==> src/include/soc_defs.svh <==
/*
 * SoC memory-side definitions
 * Bus widths, L2 depth and the address map of the two targets
 */

`ifndef SOC_DEFS_SVH
`define SOC_DEFS_SVH

// Bus widths
`define SOC_ADDR_W    32
`define SOC_DATA_W    64
`define SOC_STRB_W    8

// L2 depth in words
`define SOC_L2_WORDS  1024

//////////////////////////////////////////////////////////////////////
// Address map
//////////////////////////////////////////////////////////////////////

// L2 window, 1024 words of 8 bytes
`define SOC_DRAM_BASE 32'h8000_0000
`define SOC_DRAM_LEN  32'h0000_2000

// Control register window
`define SOC_CTRL_BASE 32'hD000_0000
`define SOC_CTRL_LEN  32'h0000_1000

`endif
==> src/rtl/soc_map_pkg.sv <==
/*
 * Address map types
 * Decoded bus targets and the register index of the control window
 */

package soc_map_pkg;

  //////////////////////////////////////////////////////////////////////
  // Bus targets
  //////////////////////////////////////////////////////////////////////

  // Destination of one request, NONE for an unmapped address
  typedef enum logic [1:0] {
    TGT_L2   = 2'd0,
    TGT_CTRL = 2'd1,
    TGT_NONE = 2'd2
  } soc_target_e;

  //////////////////////////////////////////////////////////////////////
  // Control registers
  //////////////////////////////////////////////////////////////////////

  // Selected by address bits 4:3, one 64-bit word per register
  typedef enum logic [1:0] {
    REG_EXIT      = 2'd0,
    REG_HW_CNT_EN = 2'd1,
    // Read-only DRAM window bounds
    REG_DRAM_BASE = 2'd2,
    REG_DRAM_END  = 2'd3
  } ctrl_reg_e;

endpackage

==> src/rtl/soc_bus_pkg.sv <==
/*
 * Bus word types
 * Address, data and byte enable types plus the byte merge helper
 */

`include "soc_defs.svh"

package soc_bus_pkg;

  typedef logic [`SOC_ADDR_W-1:0] bus_addr_t;
  typedef logic [`SOC_DATA_W-1:0] bus_data_t;
  typedef logic [`SOC_STRB_W-1:0] bus_strb_t;

  // Replace only the bytes whose enable is set
  function automatic bus_data_t strb_merge(
    input bus_data_t old_word,
    input bus_data_t new_word,
    input bus_strb_t strb
  );
    bus_data_t merged;
    merged = old_word;
    for (int b = 0; b < `SOC_STRB_W; b++) begin
      if (strb[b]) begin
        merged[8*b +: 8] = new_word[8*b +: 8];
      end
    end
    return merged;
  endfunction

endpackage

==> src/rtl/mem_port_if.sv <==
/*
 * Memory-style port
 * Request strobes from the router, read data and valid back from a target
 */

`timescale 1ns/100ps

interface mem_port_if import soc_bus_pkg::*; ();

  // Request side
  logic      req;
  logic      we;
  bus_addr_t addr;
  bus_strb_t be;
  bus_data_t wdata;

  // Response, one cycle after req
  bus_data_t rdata;
  logic      rvalid;

  modport initiator (
    output req, we, addr, be, wdata,
    input  rdata, rvalid
  );

  modport target (
    input  req, we, addr, be, wdata,
    output rdata, rvalid
  );

endinterface

==> src/rtl/ctrl_regs.sv <==
/*
 * SoC control registers
 * Exit code, counter enable and the read-only DRAM window bounds
 */

`timescale 1ns/100ps

`include "soc_defs.svh"

module ctrl_regs import soc_bus_pkg::*; import soc_map_pkg::*; (
  input  logic      clk_i,
  input  logic      rst_n_i,
  mem_port_if.target port,
  output bus_data_t exit_o,
  output bus_data_t hw_cnt_en_o
);

  localparam int unsigned off_w     = $clog2(`SOC_STRB_W);
  localparam int unsigned sel_w     = $bits(ctrl_reg_e);
  localparam bus_data_t   dram_base = bus_data_t'(`SOC_DRAM_BASE);
  localparam bus_data_t   dram_end  = dram_base + bus_data_t'(`SOC_DRAM_LEN);

  ctrl_reg_e reg_sel;
  bus_data_t exit_q;
  bus_data_t hw_cnt_en_q;
  bus_data_t rd_word;
  bus_data_t rdata_q;
  logic      rvalid_q;

  // One register per 64-bit word
  assign reg_sel = ctrl_reg_e'(port.addr[off_w +: sel_w]);

  //////////////////////////////////////////////////////////////////////
  // Register writes
  //////////////////////////////////////////////////////////////////////

  always_ff @(posedge clk_i) begin
    if (!rst_n_i) begin
      exit_q      <= '0;
      hw_cnt_en_q <= '0;
      rvalid_q    <= 1'b0;
    end else begin
      rvalid_q <= port.req;
      if (port.req && port.we) begin
        case (reg_sel)
          REG_EXIT:      exit_q      <= strb_merge(exit_q, port.wdata, port.be);
          REG_HW_CNT_EN: hw_cnt_en_q <= strb_merge(hw_cnt_en_q, port.wdata, port.be);
          // Window bounds are fixed
          default: ;
        endcase
      end
    end
  end

  //////////////////////////////////////////////////////////////////////
  // Register reads
  //////////////////////////////////////////////////////////////////////

  always_comb begin
    case (reg_sel)
      REG_EXIT:      rd_word = exit_q;
      REG_HW_CNT_EN: rd_word = hw_cnt_en_q;
      REG_DRAM_BASE: rd_word = dram_base;
      REG_DRAM_END:  rd_word = dram_end;
    endcase
  end

  // Zero for writes and idle cycles
  always_ff @(posedge clk_i) begin
    rdata_q <= (port.req && !port.we) ? rd_word : '0;
  end

  assign port.rdata  = rdata_q;
  assign port.rvalid = rvalid_q;

  assign exit_o      = exit_q;
  assign hw_cnt_en_o = hw_cnt_en_q;

endmodule

==> src/flat_wrapper.sv <==
// flat-port wrapper written by rule: the top's interface ports become plain ports
module ctrl_regs_flat import soc_bus_pkg::*; import soc_map_pkg::*;
  (clk_i, rst_n_i, exit_o, hw_cnt_en_o, port_req, port_we, port_addr, port_be, port_wdata, port_rdata, port_rvalid);
  mem_port_if port_i ();
  input  logic clk_i;
  input  logic rst_n_i;
  output bus_data_t exit_o;
  output bus_data_t hw_cnt_en_o;
  input wire logic [$bits(port_i.req)-1:0] port_req;
  input wire logic [$bits(port_i.we)-1:0] port_we;
  input wire logic [$bits(port_i.addr)-1:0] port_addr;
  input wire logic [$bits(port_i.be)-1:0] port_be;
  input wire logic [$bits(port_i.wdata)-1:0] port_wdata;
  output wire logic [$bits(port_i.rdata)-1:0] port_rdata;
  output wire logic [$bits(port_i.rvalid)-1:0] port_rvalid;
  assign port_i.req = port_req;
  assign port_i.we = port_we;
  assign port_i.addr = port_addr;
  assign port_i.be = port_be;
  assign port_i.wdata = port_wdata;
  assign port_rdata = port_i.rdata;
  assign port_rvalid = port_i.rvalid;
  ctrl_regs u_core (.clk_i(clk_i), .rst_n_i(rst_n_i), .port(port_i), .exit_o(exit_o), .hw_cnt_en_o(hw_cnt_en_o));
endmodule
==> config.mk <==
export PLATFORM = sky130hd
export DESIGN_NAME = ctrl_regs_flat
export DESIGN_NICKNAME = d
export VERILOG_FILES = /design/src/rtl/soc_map_pkg.sv /design/src/rtl/soc_bus_pkg.sv /design/src/rtl/mem_port_if.sv /design/src/rtl/ctrl_regs.sv /design/src/flat_wrapper.sv
export VERILOG_INCLUDE_DIRS = /design/src /design/src/include
export SDC_FILE = /design/constraint.sdc
export NUM_CORES = 1
export LEC_CHECK = 0
export BUFFER_PORTS_ARGS = -buffer_cell sky130_fd_sc_hd__buf_2
export CAP_MARGIN = 20
export CORE_ASPECT_RATIO = 1.4
export CORE_UTILIZATION = 50
export CTS_BUF_LIST = sky130_fd_sc_hd__clkbuf_8
export CTS_CLUSTER_DIAMETER = 30
export DETAILED_ROUTE_END_ITERATION = 8
export GPL_TIMING_DRIVEN = 0
export PLACE_DENSITY = 0.91
export SLEW_MARGIN = 15
export SYNTH_ARGS = -nofsm -noshare
export SYNTH_HDL_FRONTEND = slang
export SYNTH_SLANG_ARGS = --single-unit
==> constraint.sdc <==
create_clock -name clk_i -period 1.8 [get_ports clk_i]
set_input_delay 0.18 -clock clk_i [delete_from_list [all_inputs] [get_ports clk_i]]
set_output_delay 0.18 -clock clk_i [all_outputs]
set_load 0.01 [all_outputs]
==> results.ini <==
[yosys]
ys_seq_area_share_pct = 52.49
synth_nets = 821
syn_area_um2 = 7361
synth_top_family_by_area = multiplexers
synth-simple-area-share_pct = 17.97
ys_seq_elements = 193
synth.distinct_cells = 24
postSynthAreaPerCell_um2 = 10.32
synthAdderAreaFrac_pct = 0
synth-xor-area-share_pct = 0
yosys_warnings = 0
synth_mux_area_share_pct = 25.84
synth_compound_area_share_pct = 0.2380
synthCells = 713

[run]
drv_cap = 0

[global_route]
grt_max_degree = 19
grt.total_usage_pct = 28.68
grt_pass1_vias = 6639
grt_pass1_wl_um = 34180
grt-ovfl-total = 0
antenna_found_initial = 0

[sta]
fin_skew_ns = 0.01579
rsz0062_at_grt = no
fin_crit_sh_pct = 79.36
fin_tns_setup_ns = 0
period_needed_ns = 1.428
worst_pin_slew_ns = 0.7424
fmax_ghz = 0.7001
slew_headroom_pct = 50.51
setup_viol = 0
slew_viol_final = 0
hold_violations = 0

[route]
drt-total-wl_um = 22110
vias_per_cell = 5.134
avgRoutedWirePerCell_um = 17.62
drt_iter0_drc = 267
vias = 6443
drcViolationCount = 0
drt_pass1_iterations = 4
postRouteAntennaNets = 0

[pwr]
power_density_nw_per_um2 = 788.7
cellLeakagePower_nw = 4.574
total_power_w = 0.007784
ir_worst_vdd_uv = 526.3

[die]
core_um2 = 14440
ioPinCount = 301
dieHeight_um = 145.6
die_w_um = 104.5
rows = 52
die_area_um2 = 15220
initial_core_util_pct = 50.96

[worst_setup_path]
critPathSlowestCell = dlygate4sd3_1
cp_num_buf_inv = 2
slowest_delay_ns = 0.55
crit_chain = dlygate4sd3_1 -> buf_6 -> nand3_1 -> nor2_4 -> mux2i_1
cpLargestDelayFamily = buffers and inverters
start_kind = input port
worstSetupPathType = input port to flop
critPathArrivalTime_ns = 1.79
endpoint_kind = flop
cp_max_fo = 10
required_ns = 2.17

[clock_tree]
cts_hold_buf = 55
clockBufferDepth = 2
numCtsBuffers = 17
post_cts_resized = 0
clock-sinks = 193
postCtsSetupRepairBufs = 0
clk_transition_reported_paths_ns = 0.10
clockRootBuffer = clkbuf_8
cts_tree = yes
htreeDepth = 4
clock_latency_ns = 0.45

[worst_hold_path]
holdCritPathClass = input port to flop

[finish]
synthToLayoutAreaGrowth_pct = 34.08
nets = 1162
final_util_pct = 68.33
diodes = 0
fin_cells = 1255
drive_gt1_share_pct = 31.89

[outcome]
status = finished, final reports clean

[place]
io_buffer_count = 266
post-dp-hpwl_um = 15270
dpl.cell_count = 1168
gp_congestion = 0.8306

[layer usage]
metal  track usage [%]  up-vias  wire length [um]
met5                 0        -                 0
met4             13.14        0               666
met3             5.867       54              1171
met2             53.58      257             11850
met1             30.49     3104              8422
li1                  -     3028                 -
[power by group]
| part | leakage [nW] | switching, W | internal, W |
|---|---|---|---|
| Combinational | 2.83 | 0.000388 | 0.000303 |
| Clock | 0.191 | 0.00167 | 0.00108 |
| Sequential | 1.56 | 0.0000333 | 0.00431 |
[Yosys cell counts]
cell type | n | area share [%]
buf_1 | 5 | 0.25
nor2_8 | 8 | 2.2
nor2_4 | 8 | 1.2
dfxtp_1 | 193 | 52
nor2b_1 | 1 | 0.085
nand3_1 | 4 | 0.27
nor2_1 | 64 | 3.3
a211oi_1 | 1 | 0.10
clkbuf_2 | 1 | 0.068
buf_2 | 7 | 0.48
nand2b_4 | 1 | 0.19
clkbuf_1 | 14 | 0.71
nand3_2 | 4 | 0.54
mux2i_1 | 190 | 26
buf_12 | 1 | 0.27
and2_1 | 1 | 0.085
nand2_1 | 193 | 9.8
buf_6 | 9 | 1.4
o21ai_0 | 1 | 0.068
or2_4 | 1 | 0.12
nand2b_1 | 1 | 0.085
a21oi_1 | 1 | 0.068
buf_4 | 3 | 0.31
or2_1 | 1 | 0.085
[stage by stage]
| step | hold slack (ns) | setup WS (ns) | cell area, um^2 |
|---|---|---|---|
| 3_3_place_gp | 0.4522 | 0.4295 | 8929 |
| 3_5_place_dp | 0.4588 | 0.4078 | 8929 |
| 2_1_floorplan | 0.3006 | 0.6589 | 7361 |
| 4_1_cts | 0.00002298 | 0.4078 | 9859 |
| 5_1_grt | 0.004709 | 0.3092 | 9869 |
| 6_report | 0.01723 | 0.3716 | 9869 |
[final timing paths]
check        slack [ns]         startpoint                      to  depth (start not counted)
min reg2reg        0.48  u_core.exit_o[61]       u_core.exit_o[61]                          2
max                0.37           port_req  u_core.hw_cnt_en_o[10]                          5
min                0.02     port_wdata[32]       u_core.exit_o[32]                          3
max reg2reg        0.93  u_core.exit_o[31]   u_core.port.rdata[31]                          3
[cells by family after synthesis]
kind of cell           count (synthesis)
AO/OA/AOI/OAI                          3
buffers and inverters                 40
flip-flops                           193
multiplexers                         190
AND/OR/NAND/NOR                      287
[registers in the layout, indices dropped and copies added, names as in the netlist]
signal,count
u_core.exit_o,64
u_core.hw_cnt_en_o,64
u_core.port.rdata,64
u_core.port.rvalid,1
[layout by cell type, fill, tap and decap left out, types with 2 or more instances in the layout]
master,Yosys,layout
nand3_1,4,4
inv_8,0,3
dlygate4sd3_1,0,56
buf_1,5,5
dfxtp_1,193,193
clkinv_4,0,5
clkbuf_1,14,14
nor2_8,8,8
nor2_4,8,8
nand2_1,193,193
mux2i_1,190,190
buf_6,9,9
buf_2,7,273
inv_6,0,2
nand3_2,4,4
buf_4,3,3
clkbuf_8,0,19
nor2_1,64,64
[final cells by class]
cell class / instances / area (um^2)
clock buffer: 19 / 261.5
sequential: 193 / 3864
clock inverter: 12 / 118.9
fill: 1087 / 4574
multi-input combinational: 480 / 3242
timing repair buffer: 322 / 1892
buffer: 40 / 255.2
tap: 189 / 236.5
[worst reg2reg max path: cells and delay by family, from the launching register on]
kind,cells,cell delay (ns)
simple gates,2,0.20
compound gates,1,0.24
flops,1,0.34
No activity file was read; power rests on OpenSTA's default activity.
