<file path="config.mk">
export PLATFORM = sky130hd
export DESIGN_NAME = soc_bus_router_flat
export DESIGN_NICKNAME = d
export VERILOG_FILES = /design/src/rtl/soc_map_pkg.sv /design/src/rtl/soc_bus_pkg.sv /design/src/rtl/mem_port_if.sv /design/src/rtl/soc_bus_router.sv /design/src/flat_wrapper.sv
export VERILOG_INCLUDE_DIRS = /design/src /design/src/include
export SDC_FILE = /design/constraint.sdc
export NUM_CORES = 1
export LEC_CHECK = 0
export BUFFER_PORTS_ARGS = -buffer_cell sky130_fd_sc_hd__buf_4
export CORE_AREA = 2 2 203 205
export CTS_BUF_LIST = sky130_fd_sc_hd__clkbuf_16
export DETAILED_ROUTE_END_ITERATION = 7
export DIE_AREA = 0 0 205 207
export PLACE_DENSITY = 0.3
export SETUP_SLACK_MARGIN = 0.02
export SLEW_MARGIN = 10
export SYNTH_ARGS = -nofsm -noshare
export SYNTH_HDL_FRONTEND = slang
export SYNTH_SLANG_ARGS = --single-unit
export TNS_END_PERCENT = 20
</file>
<file path="constraint.sdc">
create_clock -name clk_i -period 2.4 [get_ports clk_i]
set_input_delay 0.48 -clock clk_i [delete_from_list [all_inputs] [get_ports clk_i]]
set_output_delay 0.48 -clock clk_i [all_outputs]
set_load 0.005 [all_outputs]
</file>
<file path="src/include/soc_defs.svh">
/*
 * SoC memory-side definitions
 * Bus widths, L2 depth and the address map of the two targets
 */

`ifndef SOC_DEFS_SVH
`define SOC_DEFS_SVH

// Bus widths
`define SOC_ADDR_W    32
`define SOC_DATA_W    64
`define SOC_STRB_W    8

// L2 depth in words
`define SOC_L2_WORDS  1024

//////////////////////////////////////////////////////////////////////
// Address map
//////////////////////////////////////////////////////////////////////

// L2 window, 1024 words of 8 bytes
`define SOC_DRAM_BASE 32'h8000_0000
`define SOC_DRAM_LEN  32'h0000_2000

// Control register window
`define SOC_CTRL_BASE 32'hD000_0000
`define SOC_CTRL_LEN  32'h0000_1000

`endif
</file>
<file path="src/rtl/soc_map_pkg.sv">
/*
 * Address map types
 * Decoded bus targets and the register index of the control window
 */

package soc_map_pkg;

  //////////////////////////////////////////////////////////////////////
  // Bus targets
  //////////////////////////////////////////////////////////////////////

  // Destination of one request, NONE for an unmapped address
  typedef enum logic [1:0] {
    TGT_L2   = 2'd0,
    TGT_CTRL = 2'd1,
    TGT_NONE = 2'd2
  } soc_target_e;

  //////////////////////////////////////////////////////////////////////
  // Control registers
  //////////////////////////////////////////////////////////////////////

  // Selected by address bits 4:3, one 64-bit word per register
  typedef enum logic [1:0] {
    REG_EXIT      = 2'd0,
    REG_HW_CNT_EN = 2'd1,
    // Read-only DRAM window bounds
    REG_DRAM_BASE = 2'd2,
    REG_DRAM_END  = 2'd3
  } ctrl_reg_e;

endpackage

</file>
<file path="src/rtl/soc_bus_pkg.sv">
/*
 * Bus word types
 * Address, data and byte enable types plus the byte merge helper
 */

`include "soc_defs.svh"

package soc_bus_pkg;

  typedef logic [`SOC_ADDR_W-1:0] bus_addr_t;
  typedef logic [`SOC_DATA_W-1:0] bus_data_t;
  typedef logic [`SOC_STRB_W-1:0] bus_strb_t;

  // Replace only the bytes whose enable is set
  function automatic bus_data_t strb_merge(
    input bus_data_t old_word,
    input bus_data_t new_word,
    input bus_strb_t strb
  );
    bus_data_t merged;
    merged = old_word;
    for (int b = 0; b < `SOC_STRB_W; b++) begin
      if (strb[b]) begin
        merged[8*b +: 8] = new_word[8*b +: 8];
      end
    end
    return merged;
  endfunction

endpackage

</file>
<file path="src/rtl/mem_port_if.sv">
/*
 * Memory-style port
 * Request strobes from the router, read data and valid back from a target
 */

`timescale 1ns/100ps

interface mem_port_if import soc_bus_pkg::*; ();

  // Request side
  logic      req;
  logic      we;
  bus_addr_t addr;
  bus_strb_t be;
  bus_data_t wdata;

  // Response, one cycle after req
  bus_data_t rdata;
  logic      rvalid;

  modport initiator (
    output req, we, addr, be, wdata,
    input  rdata, rvalid
  );

  modport target (
    input  req, we, addr, be, wdata,
    output rdata, rvalid
  );

endinterface

</file>
<file path="src/rtl/soc_bus_router.sv">
/*
 * SoC bus router
 * Decodes host requests to the L2 or the control registers and merges responses
 */

`timescale 1ns/100ps

`include "soc_defs.svh"

module soc_bus_router import soc_bus_pkg::*; import soc_map_pkg::*; (
  input  logic      clk_i,
  input  logic      rst_n_i,
  // Host request
  input  logic      bus_req_i,
  input  logic      bus_we_i,
  input  bus_addr_t bus_addr_i,
  input  bus_strb_t bus_be_i,
  input  bus_data_t bus_wdata_i,
  // Host response
  output logic      rsp_valid_o,
  output bus_data_t rsp_data_o,
  output logic      rsp_err_o,
  // Targets
  mem_port_if.initiator l2_port,
  mem_port_if.initiator ctrl_port
);

  bus_addr_t   l2_off;
  bus_addr_t   ctrl_off;
  logic        l2_hit;
  logic        ctrl_hit;
  soc_target_e tgt;
  soc_target_e tag_q;
  logic        err_pend_q;

  //////////////////////////////////////////////////////////////////////
  // Address decode
  //////////////////////////////////////////////////////////////////////

  // Offset into each window, wraps below the base
  assign l2_off   = bus_addr_i - bus_addr_t'(`SOC_DRAM_BASE);
  assign ctrl_off = bus_addr_i - bus_addr_t'(`SOC_CTRL_BASE);
  assign l2_hit   = l2_off < bus_addr_t'(`SOC_DRAM_LEN);
  assign ctrl_hit = ctrl_off < bus_addr_t'(`SOC_CTRL_LEN);

  always_comb begin
    if (l2_hit) begin
      tgt = TGT_L2;
    end else if (ctrl_hit) begin
      tgt = TGT_CTRL;
    end else begin
      tgt = TGT_NONE;
    end
  end

  // Strobe only the selected target
  assign l2_port.req   = bus_req_i && (tgt == TGT_L2);
  assign l2_port.we    = bus_we_i;
  assign l2_port.addr  = bus_addr_i;
  assign l2_port.be    = bus_be_i;
  assign l2_port.wdata = bus_wdata_i;

  assign ctrl_port.req   = bus_req_i && (tgt == TGT_CTRL);
  assign ctrl_port.we    = bus_we_i;
  assign ctrl_port.addr  = bus_addr_i;
  assign ctrl_port.be    = bus_be_i;
  assign ctrl_port.wdata = bus_wdata_i;

  //////////////////////////////////////////////////////////////////////
  // Response select
  //////////////////////////////////////////////////////////////////////

  always_ff @(posedge clk_i) begin
    if (!rst_n_i) begin
      tag_q      <= TGT_NONE;
      err_pend_q <= 1'b0;
    end else begin
      if (bus_req_i) begin
        tag_q <= tgt;
      end
      err_pend_q <= bus_req_i && (tgt == TGT_NONE);
    end
  end

  always_comb begin
    rsp_valid_o = 1'b0;
    rsp_data_o  = '0;
    rsp_err_o   = 1'b0;
    case (tag_q)
      TGT_L2: begin
        rsp_valid_o = l2_port.rvalid;
        rsp_data_o  = l2_port.rvalid ? l2_port.rdata : '0;
      end
      TGT_CTRL: begin
        rsp_valid_o = ctrl_port.rvalid;
        rsp_data_o  = ctrl_port.rvalid ? ctrl_port.rdata : '0;
      end
      default: begin
        // Unmapped, answered here with an error
        rsp_valid_o = err_pend_q;
        rsp_err_o   = err_pend_q;
      end
    endcase
  end

endmodule

</file>
<file path="src/flat_wrapper.sv">
// flat-port wrapper written by rule: the top's interface ports become plain ports
module soc_bus_router_flat import soc_bus_pkg::*; import soc_map_pkg::*;
  (clk_i, rst_n_i, bus_req_i, bus_we_i, bus_addr_i, bus_be_i, bus_wdata_i, rsp_valid_o, rsp_data_o, rsp_err_o, l2_port_req, l2_port_we, l2_port_addr, l2_port_be, l2_port_wdata, l2_port_rdata, l2_port_rvalid, ctrl_port_req, ctrl_port_we, ctrl_port_addr, ctrl_port_be, ctrl_port_wdata, ctrl_port_rdata, ctrl_port_rvalid);
  mem_port_if l2_port_i ();
  mem_port_if ctrl_port_i ();
  input  logic clk_i;
  input  logic rst_n_i;
  input  logic bus_req_i;
  input  logic bus_we_i;
  input  bus_addr_t bus_addr_i;
  input  bus_strb_t bus_be_i;
  input  bus_data_t bus_wdata_i;
  output logic rsp_valid_o;
  output bus_data_t rsp_data_o;
  output logic rsp_err_o;
  output wire logic [$bits(l2_port_i.req)-1:0] l2_port_req;
  output wire logic [$bits(l2_port_i.we)-1:0] l2_port_we;
  output wire logic [$bits(l2_port_i.addr)-1:0] l2_port_addr;
  output wire logic [$bits(l2_port_i.be)-1:0] l2_port_be;
  output wire logic [$bits(l2_port_i.wdata)-1:0] l2_port_wdata;
  input wire logic [$bits(l2_port_i.rdata)-1:0] l2_port_rdata;
  input wire logic [$bits(l2_port_i.rvalid)-1:0] l2_port_rvalid;
  output wire logic [$bits(ctrl_port_i.req)-1:0] ctrl_port_req;
  output wire logic [$bits(ctrl_port_i.we)-1:0] ctrl_port_we;
  output wire logic [$bits(ctrl_port_i.addr)-1:0] ctrl_port_addr;
  output wire logic [$bits(ctrl_port_i.be)-1:0] ctrl_port_be;
  output wire logic [$bits(ctrl_port_i.wdata)-1:0] ctrl_port_wdata;
  input wire logic [$bits(ctrl_port_i.rdata)-1:0] ctrl_port_rdata;
  input wire logic [$bits(ctrl_port_i.rvalid)-1:0] ctrl_port_rvalid;
  assign l2_port_req = l2_port_i.req;
  assign l2_port_we = l2_port_i.we;
  assign l2_port_addr = l2_port_i.addr;
  assign l2_port_be = l2_port_i.be;
  assign l2_port_wdata = l2_port_i.wdata;
  assign l2_port_i.rdata = l2_port_rdata;
  assign l2_port_i.rvalid = l2_port_rvalid;
  assign ctrl_port_req = ctrl_port_i.req;
  assign ctrl_port_we = ctrl_port_i.we;
  assign ctrl_port_addr = ctrl_port_i.addr;
  assign ctrl_port_be = ctrl_port_i.be;
  assign ctrl_port_wdata = ctrl_port_i.wdata;
  assign ctrl_port_i.rdata = ctrl_port_rdata;
  assign ctrl_port_i.rvalid = ctrl_port_rvalid;
  soc_bus_router u_core (.clk_i(clk_i), .rst_n_i(rst_n_i), .bus_req_i(bus_req_i), .bus_we_i(bus_we_i), .bus_addr_i(bus_addr_i), .bus_be_i(bus_be_i), .bus_wdata_i(bus_wdata_i), .rsp_valid_o(rsp_valid_o), .rsp_data_o(rsp_data_o), .rsp_err_o(rsp_err_o), .l2_port(l2_port_i), .ctrl_port(ctrl_port_i));
endmodule
</file>
==> run_results.csv <==
group,metric,value,unit
status,status,"finished clean",
grt,antenna_found_initial,0,
timing,fin_skew,0,ps
logic_synthesis,synth_area_leaders,"buf_4, a22o_1, buf_2",
setup_path,cpPeakStageDelay,390,ps
grt,grt_util_all_layers,0.0506,
timing,finalSetupTns,0,ps
placed_design,place.gp.congestion,0.627,
placed_design,io_buffer_count,260,
clocking,hold_buffers,0,
clocking,cts_setup_buffers,0,
setup_path,regToRegSetupSlack,1500,ps
pwr,power_switching,0.129,mW
clocking,clk_latency,220,ps
logic_synthesis,syn_nets,558,
timing,hold_viol_final,0,
grt,grt_max_degree,38,
die,start_util,0.0607,
timing,worst_slew_margin_rel,0.608,
clocking,root_buffer,"clkbuf_16",
flow_run,cap_violations,0,
timing,period_minus_slack,2160,ps
detailed_routing,drtIter0Drc,79,
setup_path,end_kind,"output port",
setup_path,critPathMaxFanout,3,
die,dieHeight,207,um
logic_synthesis,yosys_warnings,0,
detailed_routing,antenna_left,0,
clocking,h-tree-depth,1,
timing,maxSlewViolCount,0,
logic_synthesis,ys_ff_latch,3,
setup_path,cp_slowest_cell,"nor4_1",
clocking,cts_buffers,3,
logic_synthesis,ys_types,23,
hold_path,hp-class,"input pin to register",
detailed_routing,drc,0,
pwr,ir_drop,0.000126,V
timing,max_freq,0.463,GHz
pwr,pwr-share-comb,0.484,
logic_synthesis,synth_edf_count,0,
logic_synthesis,seq_area_frac_synth,0.0245,
logic_synthesis,synth_flop_cell,"dfxtp_1",
pwr,p_sw_frac,0.215,
die,coreArea,0.0404,sq mm
clocking,cts_buffer_depth,2,
grt,grt_pass1_wl,15300,um
layout,drive_gt1_frac,0.742,
pwr,leakage,1.66,nW
timing,hold_slack,504,ps
timing,finalCritPeriodShare,0.900,
detailed_routing,viasPerCell,2.52,
clocking,clk_pin_slew,30,ps
logic_synthesis,synth_area,0.00245,sq mm
layout,area_growth,46.2,%
die,dieArea,0.0424,sq mm
layout,final_util,0.0888,
grt,overflow,0,
die,io_pins,516,
detailed_routing,dr.pass1.iters,4,
layout,stdcell_area,0.00358,sq mm
pwr,p_seq_frac,0.086,
layout,fin_nets,604,
pwr,power.internal,0.470,mW
logic_synthesis,async_reset_ff_frac,0,
die,die_x,205,um
timing,rsz0062_at_grt,"false",
layout,fillers,4723,
grt,grt_pass1_vias,2171,
detailed_routing,wl,12200,um
die,num_rows,74,
setup_path,critPathArrivalTime,1680,ps
logic_synthesis,synthCells,320,
setup_path,path_cells,"buf_4, nor4_1, nand4_1, nor4_1, buf_4",
logic_synthesis,synth_area_per_cell,7.66,sq um
clocking,ctsResizeCount,0,
logic_synthesis,yosysTopAreaCell,"buf_4",
setup_path,worstSetupPathType,"input pin to output port",
timing,finalSetupViolCount,0,
layout,antenna_cells,0,
clocking,cts_tree,"built",
timing,worst_pin_slew,580,ps
setup_path,required,1920,ps
detailed_routing,vias,2257,
pwr,clock_power_share,0.430,
placed_design,post-dp-hpwl,10400,um
clocking,cts.sinks,3,
placed_design,dpl_cell_area,0.00351,sq mm
logic_synthesis,synth_top_area_frac,0.643,
pwr,power.density,167,mW/mm^2
setup_path,cp-start-kind,"input pin",
detailed_routing,wl_per_cell,13.6,um
[power groups by stage]
stage          Sequential [mW]  Clock, mW  Combinational (mW)
3_5_place_dp            0.0519          0               0.295
3_3_place_gp            0.0519          0               0.294
5_1_grt                 0.0514      0.270               0.314
2_1_floorplan           0.0519          0               0.295
6_report                0.0513      0.258               0.290
4_1_cts                 0.0513      0.261               0.296
[worst max-delay path, delay by kind of cell]
| family | cells | cell delay [ps] |
|---|---|---|
| buffers and inverters | 2 | 300 |
| AND/OR/NAND/NOR | 3 | 900 |
[final timing paths]
kind | start | endpoint | cells after the start
max | bus_addr_i[25] | l2_port_req | 5
min | rst_n_i | u_core.tag_q[0] | 2
max reg2reg | u_core.tag_q[1] | u_core.tag_q[1] | 3
min reg2reg | u_core.tag_q[0] | u_core.tag_q[0] | 2
[logic make-up (layout without fill, tap and decap cells)]
group / Yosys count / after routing / synth area share
buffers and inverters: 226 / 271 / 0.674
AO/OA/AOI/OAI: 67 / 67 / 0.240
flip-flops: 3 / 3 / 0.0245
AND/OR/NAND/NOR: 24 / 24 / 0.0612
[cell type report]
| cell class | instances | area [sq um] | area share |
|---|---|---|---|
| Multi-Input combinational cell | 91 | 746 | 0.208 |
| Timing Repair Buffer | 265 | 2030 | 0.565 |
| Tap cell | 532 | 666 | 0.186 |
| Clock buffer | 3 | 75.1 | 0.0209 |
| Clock inverter | 1 | 3.75 | 0.00105 |
| Sequential cell | 3 | 60.1 | 0.0168 |
| Inverter | 2 | 7.51 | 0.00209 |
[Yosys cell counts (all sizes together), types with 2 or more instances]
master	count
buf	224
a22o	64
nor4	6
nor2	4
dfxtp	3
inv	2
nand2	2
nor3b	2
[layout by cell type (no fill, tap or decap)]
| master | count |
|---|---|
| a22o_1 | 64 |
| a311oi_1 | 1 |
| a32o_1 | 1 |
| a41oi_1 | 1 |
| and2_1 | 1 |
| and3b_2 | 1 |
| and4_1 | 1 |
| buf_12 | 3 |
| buf_4 | 262 |
| clkbuf_16 | 3 |
| dfxtp_1 | 3 |
| inv_1 | 3 |
| nand2_1 | 2 |
| nand3b_1 | 1 |
| nand4_1 | 1 |
| nor2_1 | 4 |
| nor2b_1 | 1 |
| nor3_1 | 1 |
| nor3b_1 | 1 |
| nor3b_4 | 1 |
| nor4_1 | 6 |
| nor4b_1 | 1 |
| or2_2 | 1 |
| or3_1 | 1 |
[per-stage QoR]
stage / std cells / worst slack [ps] / total power [mW]
CTS: 897 / 222 / 0.608
detailed placement: 893 / 249 / 0.347
global route: 897 / 210 / 0.635
floorplan: 320 / 685 / 0.347
finish: 897 / 240 / 0.598
global placement: 893 / 147 / 0.346
[registers in the layout (all words and copies together), names as in the netlist]
name,cells
u_core.err_pend_q,1
u_core.tag_q,2
[layer usage]
metal / global-route usage / wire length (um) / up-vias / share of wire
li1: - / - / 985 / -
met1: 0.0608 / 4730 / 960 / 0.39
met2: 0.0693 / 4910 / 293 / 0.40
met3: 0.0398 / 2370 / 17 / 0.19
met4: 0.00968 / 88 / 2 / 0.0072
met5: 0.0115 / 65 / - / 0.0053
No activity file was read; power rests on OpenSTA's default activity.
